### src/modExpPkg.sv
`default_nettype none

package modExpPkg;

	localparam int OpBits = 128;	// operand and result width
	localparam int WordBits = 64;	// load and readout word
	localparam int SliceBits = 32;	// adder slice
	localparam int WordsPerOp = OpBits / WordBits;
	localparam int SlicesPerOp = OpBits / SliceBits;
	localparam int SliceCntBits = $clog2(SlicesPerOp);
	localparam int NumOperands = 3;	// m, e and n load registers

	typedef logic [OpBits-1:0] operand_t;
	typedef logic [WordBits-1:0] word_t;
	typedef logic [SliceBits-1:0] slice_t;

	// operand set captured by the core at start
	typedef struct packed {
		operand_t m;
		operand_t e;
		operand_t n;
	} operandSet_t;

	typedef enum logic {
		opAdd = 1'b0,
		opSub = 1'b1
	} addSubOp_t;

	typedef struct packed {
		logic start;	// one-cycle pulse
		addSubOp_t op;	// sampled with start
		slice_t a;	// low slice of source a
		slice_t b;	// low slice of source b
	} addSubReq_t;

	typedef struct packed {
		logic shift;	// one strobe per slice
		slice_t sum;	// valid with shift
		logic done;	// with the last shift
	} addSubRsp_t;

	typedef enum logic [3:0] {
		idle,
		expBit,	// look at exponent low bit
		mulStep,	// look at multiplier low bit
		mulAdd,	// acc += tmp
		mulAddFix,	// acc -= n if needed
		mulDouble,	// tmp *= 2
		mulDoubleFix,	// tmp -= n if needed
		mulEnd,
		finish
	} coreState_t;

endpackage

`default_nettype wire

### src/operandLoad.sv
`timescale 1ns/100ps
`default_nettype none

module operandLoad import modExpPkg::*; (
	input  logic        iClk,
	input  logic        M_reset0,
	input  logic        wrM,
	input  logic        wrE,
	input  logic        wrN,
	input  word_t       m,
	input  word_t       e,
	input  word_t       n,
	output operandSet_t operands
);

	operand_t opReg [NumOperands];	// 0 is m, 1 is e, 2 is n
	word_t wordIn [NumOperands];
	logic [NumOperands-1:0] wr;

	assign wr = {wrN, wrE, wrM};
	assign wordIn[0] = m;
	assign wordIn[1] = e;
	assign wordIn[2] = n;

	// new word enters at the top, older words move down
	// so the first word written ends up least significant
	always_ff @(posedge iClk) begin
		for (int i = 0; i < NumOperands; i++) begin
			if (M_reset0) begin
				opReg[i] <= '0;
			end else if (wr[i]) begin
				opReg[i] <= {wordIn[i], opReg[i][OpBits-1:WordBits]};	// shift-right in
			end
		end
	end

	// held apart from the core copies, so loading may overlap a run
	assign operands = '{m: opReg[0], e: opReg[1], n: opReg[2]};

endmodule

`default_nettype wire

### src/serialAddSub.sv
`timescale 1ns/100ps
`default_nettype none

module serialAddSub import modExpPkg::*; (
	input  logic       iClk,
	input  logic       M_reset0,
	input  addSubReq_t req,
	output addSubRsp_t rsp
);

	logic active;	// slices are being processed
	logic [SliceCntBits-1:0] sliceCnt;
	addSubOp_t opReg;	// op held for the whole operand
	logic carry;	// carry or inverted borrow between slices
	slice_t bOp;
	logic [SliceBits:0] sumFull;
	logic lastSlice;

	// subtract as a + ~b + 1
	assign bOp = (opReg == opSub) ? ~req.b : req.b;
	assign sumFull = {1'b0, req.a} + {1'b0, bOp} + {{SliceBits{1'b0}}, carry};
	assign lastSlice = active && (sliceCnt == SliceCntBits'(SlicesPerOp - 1));

	assign rsp = '{shift: active, sum: sumFull[SliceBits-1:0], done: lastSlice};

	always_ff @(posedge iClk) begin
		if (M_reset0) begin
			active <= 1'b0;
			sliceCnt <= '0;
			opReg <= opAdd;
			carry <= 1'b0;
		end else if (req.start) begin
			active <= 1'b1;	// first shift next cycle
			sliceCnt <= '0;
			opReg <= req.op;
			carry <= (req.op == opSub);	// +1 of two's complement
		end else if (active) begin
			carry <= sumFull[SliceBits];	// into next slice
			sliceCnt <= sliceCnt + 1'b1;
			if (lastSlice) begin
				active <= 1'b0;
			end
		end
	end

endmodule

`default_nettype wire

### src/modExpCore.sv
`timescale 1ns/100ps
`default_nettype none

module modExpCore import modExpPkg::*; (
	input  logic        iClk,
	input  logic        M_reset0,
	input  logic        start,
	input  operandSet_t operands,
	output addSubReq_t  addSub,
	input  addSubRsp_t  addSubRsp,
	output operand_t    result,
	output logic        done
);

	coreState_t state;
	operand_t expCopy;	// shifts right per exponent step
	operand_t base;	// M^(2^k) mod n
	operand_t accR;	// running result R
	operand_t mulCopy;	// multiplier, shifts right per step
	operand_t tmp;	// multiplicand, doubles per step
	operand_t modN;	// captured n, rotates during subtracts
	logic pendSqr;	// multiply for this exponent bit is done
	logic toBase;	// product goes to base instead of R
	operand_t destVal;
	operand_t cmpVal;
	logic geN;
	logic fixDone;

	function automatic operand_t rotSlice(input operand_t v);
		return {v[SliceBits-1:0], v[OpBits-1:SliceBits]};
	endfunction

	function automatic operand_t shiftInSlice(input operand_t v, input slice_t s);
		return {s, v[OpBits-1:SliceBits]};
	endfunction

	assign destVal = toBase ? base : accR;	// product accumulator
	assign cmpVal = (state == mulDoubleFix) ? tmp : destVal;
	assign geN = (cmpVal >= modN);	// only used while modN is aligned
	// fix state leaves when the subtract ends or none is needed
	assign fixDone = addSubRsp.done || (!addSubRsp.shift && !geN);

	always_comb begin
		addSub.start = 1'b0;
		addSub.op = opSub;
		addSub.a = destVal[SliceBits-1:0];
		addSub.b = modN[SliceBits-1:0];
		case (state)
			mulStep: begin
				addSub.op = opAdd;
				addSub.b = tmp[SliceBits-1:0];
				addSub.start = mulCopy[0];	// acc += tmp
			end
			mulAdd: begin
				addSub.op = opAdd;
				addSub.b = tmp[SliceBits-1:0];
			end
			mulAddFix: addSub.start = !addSubRsp.shift && geN;	// acc -= n
			mulDoubleFix: begin
				addSub.a = tmp[SliceBits-1:0];
				addSub.start = !addSubRsp.shift && geN;	// tmp -= n
			end
			default: ;
		endcase
	end

	always_ff @(posedge iClk) begin
		if (M_reset0) begin
			state <= idle;
			pendSqr <= 1'b0;
			toBase <= 1'b0;
		end else begin
			case (state)
				idle: if (start) begin
					state <= expBit;
					pendSqr <= 1'b0;
				end
				expBit: if (expCopy[0] && !pendSqr) begin
					state <= mulStep;	// R = R * base
					pendSqr <= 1'b1;
					toBase <= 1'b0;
				end else if (expCopy[OpBits-1:1] == '0) begin
					state <= finish;	// no exponent bits left
				end else begin
					state <= mulStep;	// base = base * base
					pendSqr <= 1'b0;
					toBase <= 1'b1;
				end
				mulStep: if (mulCopy == '0) begin
					state <= mulEnd;	// early exit
				end else if (mulCopy[0]) begin
					state <= mulAdd;
				end else begin
					state <= mulDouble;
				end
				mulAdd: if (addSubRsp.done) state <= mulAddFix;
				mulAddFix: if (fixDone) state <= mulDouble;
				mulDouble: state <= mulDoubleFix;
				mulDoubleFix: if (fixDone) state <= mulStep;
				mulEnd: state <= expBit;
				finish: state <= idle;
				default: state <= idle;
			endcase
		end
	end

	// working registers
	always_ff @(posedge iClk) begin
		case (state)
			idle: if (start) begin
				expCopy <= operands.e;
				base <= operands.m;
				modN <= operands.n;
				accR <= OpBits'(1);
			end
			expBit: if (expCopy[0] && !pendSqr) begin
				tmp <= accR;
				mulCopy <= base;
				accR <= '0;	// product builds here
			end else if (expCopy[OpBits-1:1] != '0) begin
				tmp <= base;
				mulCopy <= base;
				base <= '0;	// square builds in base
				expCopy <= expCopy >> 1;
			end
			mulStep: mulCopy <= mulCopy >> 1;
			mulAdd, mulAddFix: if (addSubRsp.shift) begin
				if (toBase) begin
					base <= shiftInSlice(destVal, addSubRsp.sum);
				end else begin
					accR <= shiftInSlice(destVal, addSubRsp.sum);
				end
				if (state == mulAdd) begin
					tmp <= rotSlice(tmp);
				end else begin
					modN <= rotSlice(modN);
				end
			end
			mulDouble: tmp <= tmp << 1;	// tmp < n < 2^127, no overflow
			mulDoubleFix: if (addSubRsp.shift) begin
				tmp <= shiftInSlice(tmp, addSubRsp.sum);
				modN <= rotSlice(modN);
			end
			default: ;
		endcase
	end

	assign result = accR;
	assign done = (state == finish);	// one cycle, then idle

endmodule

`default_nettype wire

### src/resultUnload.sv
`timescale 1ns/100ps
`default_nettype none

module resultUnload import modExpPkg::*; (
	input  logic     iClk,
	input  logic     M_reset0,
	input  logic     capture,
	input  operand_t result,
	input  logic     rd,
	output word_t    out
);

	word_t [WordsPerOp-1:0] resBuf;	// word 0 is read first

	always_ff @(posedge iClk) begin
		if (M_reset0) begin
			resBuf <= '0;
		end else if (capture) begin
			resBuf <= result;	// copy at done
		end else if (rd) begin
			resBuf <= {resBuf[0], resBuf[WordsPerOp-1:1]};	// rotate one word
		end
	end

	// readout wraps after WordsPerOp reads
	assign out = resBuf[0];

endmodule

`default_nettype wire

### src/modExpTop.sv
`timescale 1ns/100ps
`default_nettype none

module modExpTop import modExpPkg::*; (
	input  logic  iClk,
	input  logic  M_reset0,
	input  logic  iStart,
	input  logic  iWrM,
	input  logic  iWrE,
	input  logic  iWrN,
	input  logic  iRdR,
	input  word_t iM,
	input  word_t iE,
	input  word_t iN,
	output word_t oR,
	output logic  oDone
);

	operandSet_t operands;	// loaded set
	addSubReq_t addSubReq;
	addSubRsp_t addSubRsp;
	operand_t result;

	operandLoad operandLoad_i (
		.iClk     (iClk),
		.M_reset0 (M_reset0),
		.wrM      (iWrM),
		.wrE      (iWrE),
		.wrN      (iWrN),
		.m        (iM),
		.e        (iE),
		.n        (iN),
		.operands (operands)
	);

	modExpCore modExpCore_i (
		.iClk      (iClk),
		.M_reset0  (M_reset0),
		.start     (iStart),
		.operands  (operands),
		.addSub    (addSubReq),
		.addSubRsp (addSubRsp),
		.result    (result),
		.done      (oDone)
	);

	serialAddSub serialAddSub_i (
		.iClk     (iClk),
		.M_reset0 (M_reset0),
		.req      (addSubReq),
		.rsp      (addSubRsp)
	);

	resultUnload resultUnload_i (
		.iClk     (iClk),
		.M_reset0 (M_reset0),
		.capture  (oDone),	// result word 0 on oR after done
		.result   (result),
		.rd       (iRdR),
		.out      (oR)
	);

endmodule

`default_nettype wire

### config.mk
export PLATFORM = sky130hd
export DESIGN_NAME = modExpTop
export DESIGN_NICKNAME = d
export VERILOG_FILES = /design/src/modExpPkg.sv /design/src/operandLoad.sv /design/src/serialAddSub.sv /design/src/modExpCore.sv /design/src/resultUnload.sv /design/src/modExpTop.sv
export SDC_FILE = /design/constraint.sdc
export NUM_CORES = 2
export LEC_CHECK = 0
export ABC_AREA = 1
export BUFFER_PORTS_ARGS = -buffer_cell sky130_fd_sc_hd__buf_2
export CORE_MARGIN = 1
export CORE_UTILIZATION = 55
export DETAILED_ROUTE_END_ITERATION = 16
export GPL_TIMING_DRIVEN = 0
export PLACE_DENSITY = 0.72
export SYNTH_ARGS = -nofsm -noshare
export SYNTH_HDL_FRONTEND = slang
export SYNTH_SLANG_ARGS = --single-unit
### constraint.sdc
create_clock -name iClk -period 38.6 [get_ports iClk]
set_input_delay 7.72 -clock iClk [delete_from_list [all_inputs] [get_ports iClk]]
set_output_delay 7.72 -clock iClk [all_outputs]
set_load 0.05 [all_outputs]
==> impl_metrics.json <==
{
  "global_route.usage.met1": 0.566,
  "vias": 54800,
  "post_route_cells_drive_above_1_share": 0.105,
  "drt_pre_antenna_iters": 7,
  "post_layout_nonfiller_instances": 8950,
  "critical_path_end_type": "output pin",
  "initialDrtViolationCount": 9154,
  "clock-root-buffer": "sky130_fd_sc_hd__clkbuf_16",
  "netlist_top_cells_area": "sky130_fd_sc_hd__edfxtp_1, sky130_fd_sc_hd__nand2_1, sky130_fd_sc_hd__o21ai_0",
  "run_status": "finished, violations left",
  "synth_edf_count": 1152,
  "pin_count": 264,
  "cts_buffers": 141,
  "totalNegativeSetupSlack_ns": 0,
  "io_buffer_count": 262,
  "global_route.peak_usage_layer": "met2",
  "hold_violations": 0,
  "dominantRegCellSynth": "sky130_fd_sc_hd__edfxtp_1",
  "vias_per_cell": 6.12,
  "globalRouteOverflowTotal": 0,
  "critPathArrivalTime_ns": 3.08,
  "gp_weighted_congestion": 1.12,
  "filler_cell_count": 9501,
  "max_freq_ghz": 0.0926,
  "ys_async_sr_fraction": 0,
  "groute.layer.met3.usage": 0.155,
  "routed_wire_length_per_instance_um": 29.4,
  "worst-path-max-fanout": 10,
  "chipHeight_um": 342,
  "min-delay-path-class": "reg2reg",
  "worst_slew_margin_rel": -0.0744,
  "clock-skew-final_ns": 0.0503,
  "floorplan.rows": 124,
  "detail_route.wirelength_mm": 263,
  "grt.met2_usage": 0.644,
  "initial_utilization": 0.555,
  "route.antenna.remaining_nets": 0,
  "first_global_vias": 50900,
  "synth_top_area_frac": 0.545,
  "worst-endpoint-required_ns": 30.88,
  "final.min_clock_period_ns": 10.80,
  "clk_pin_slew_worst_paths_ns": 0.06,
  "worst_skew_pair.late_latency_ns": 0.79,
  "hpwl_mm": 211,
  "max_cap_viol_count": 8,
  "timing_worst_slew_pin_value_ns": 1.60,
  "postSynthRegisterBits": 1291,
  "placed_cells_incl_taps": 8683,
  "yosysWarningCount": 0,
  "number_of_sinks_handled_by_clock_tree_synthesis": 1291,
  "grt_use_total": 0.448,
  "yosys.area.top_type": "sky130_fd_sc_hd__edfxtp_1",
  "postCtsResizedCells": 0,
  "yosys.cell_count.top_type": "sky130_fd_sc_hd__nand2_1",
  "ys_types": 58,
  "unrepaired_setup_endpoints_after_global_routing": "false",
  "netlist_area_um2": 63500,
  "die_area_um2": 117000,
  "postCtsHoldBufs": 0,
  "setup.worst_path.start_class": "register",
  "post-cts-setup-buffer-count": 0,
  "clock_tree_from_tritoncts": "built",
  "synth.avg_cell_area_um2": 9.29,
  "fp.dieW_um": 342,
  "post_synth_most_frequent_cells": "sky130_fd_sc_hd__nand2_1, sky130_fd_sc_hd__edfxtp_1, sky130_fd_sc_hd__inv_1, sky130_fd_sc_hd__o21ai_0, sky130_fd_sc_hd__nor2_1",
  "syn_inst": 6840,
  "startpoint_to_endpoint_class_of_the_critical_path": "reg2out",
  "synthesis.nets": 7201,
  "grt_max_degree": 68,
  "antenna_violations_before_repair": 29,
  "h-tree-depth": 4,
  "route.detailed.drc": 0,
  "failed_checks": "max-capacitance violations, max-slew violations",
  "synthToLayoutAreaGrowth_pct": 13.7,
  "setup_violations": 0,
  "num-nets-final": 7677,
  "cts_buffer_depth": 3,
  "floorplan.core_area_um2": 114000,
  "global_route_wire_length_before_repair_mm": 363,
  "drv_slew": 45,
  "final.period_utilization": 0.280,
  "synth_sequential_area_ratio": 0.588
}
-- critical path, cell delays in order, from the launching register on --
cell,delay [ns]
sky130_fd_sc_hd__dfxtp_1,0.36
sky130_fd_sc_hd__nor2_1,0.19
sky130_fd_sc_hd__nand3_1,0.53
sky130_fd_sc_hd__inv_1,0.36
sky130_fd_sc_hd__clkbuf_1,0.50
sky130_fd_sc_hd__buf_2,0.38
-- metrics by stage --
stage	setup slack [ns]	util	area [um2]	hold slack, ns
2_1_floorplan	9.79	-	63500	0.443
3_3_place_gp	0.505	0.583	66700	0.452
3_5_place_dp	27.24	0.592	67600	0.466
4_1_cts	27.97	0.631	72200	0.474
5_1_grt	27.79	0.631	72200	0.504
6_report	27.80	0.632	72200	0.474
-- per-layer routing --
layer  up-vias  wire length [um]  share of wire
met5         -               441         0.0017
li1      23800                 -              -
met4        32             21800          0.083
met3       887             37100           0.14
met2      4042            110000           0.42
met1     26100             94100           0.36
-- final timing paths --
| kind | from | to | slack [ns] | cells after the start |
|---|---|---|---|---|
| worst max-delay path | modExpCore_i.state[0] | oDone | 27.80 | 5 |
| worst min-delay path | serialAddSub_i.sliceCnt[1] | serialAddSub_i.sliceCnt[1] | 0.47 | 2 |
| worst max register to register | modExpCore_i.toBase | modExpCore_i.base[114] | 32.35 | 16 |
| worst min register to register | serialAddSub_i.sliceCnt[1] | serialAddSub_i.sliceCnt[1] | 0.47 | 2 |
-- placed cells by master (no fill, tap or decap), types with 87 or more instances in the layout --
cell type and instances:
sky130_fd_sc_hd__a21oi_1 158, sky130_fd_sc_hd__a31oi_1 87, sky130_fd_sc_hd__buf_2 404, sky130_fd_sc_hd__buf_4 93, sky130_fd_sc_hd__clkbuf_1 255, sky130_fd_sc_hd__clkbuf_16 145, sky130_fd_sc_hd__dfxtp_1 139, sky130_fd_sc_hd__edfxtp_1 1152
sky130_fd_sc_hd__ha_1 160, sky130_fd_sc_hd__inv_1 1042, sky130_fd_sc_hd__nand2_1 1451, sky130_fd_sc_hd__nand3_1 178, sky130_fd_sc_hd__nor2_1 676, sky130_fd_sc_hd__o21ai_0 832
-- state kept, by name, indices dropped and copies added (netlist names), 2 cells and up --
name                     cells
resultUnload_i.resBuf       64
modExpCore_i.modN          128
modExpCore_i.state           4
operandLoad_i.opReg        384
modExpCore_i.mulCopy       128
modExpCore_i.base          128
modExpCore_i.expCopy       128
serialAddSub_i.sliceCnt      2
modExpCore_i.result        128
modExpCore_i.tmp           128
resultUnload_i.out          64
-- area by class of cell --
type / count / area [um2] / share of cell area
flip-flops and latches: 1291 / 37400 / 0.517
well taps: 1512 / 1890 / 0.0262
repair buffers: 333 / 2180 / 0.0301
multi-input cells: 4052 / 20200 / 0.279
diodes: 12 / 30.0 / 0.000416
plain buffers: 437 / 2060 / 0.0285
clock buffers: 187 / 3840 / 0.0531
inverters: 1060 / 3980 / 0.0551
clock inverters: 66 / 699 / 0.00968
-- cells by family (layout without fill, tap and decap cells) --
logic type / Yosys count / count (layout) / synth area share
compound gates: 1393 / 1393 / 0.123
simple gates: 2439 / 2439 / 0.154
xor+xnor: 56 / 56 / 0.00772
other cells: 0 / 12 / 0
flops: 1291 / 1291 / 0.588
mux: 2 / 2 / 0.000315
fa+ha+maj: 162 / 162 / 0.0321
buf+inv: 1497 / 2083 / 0.0951
Power is not shown: default switching activity piles up to over one toggle a cycle in this logic, so the estimate is an artifact.
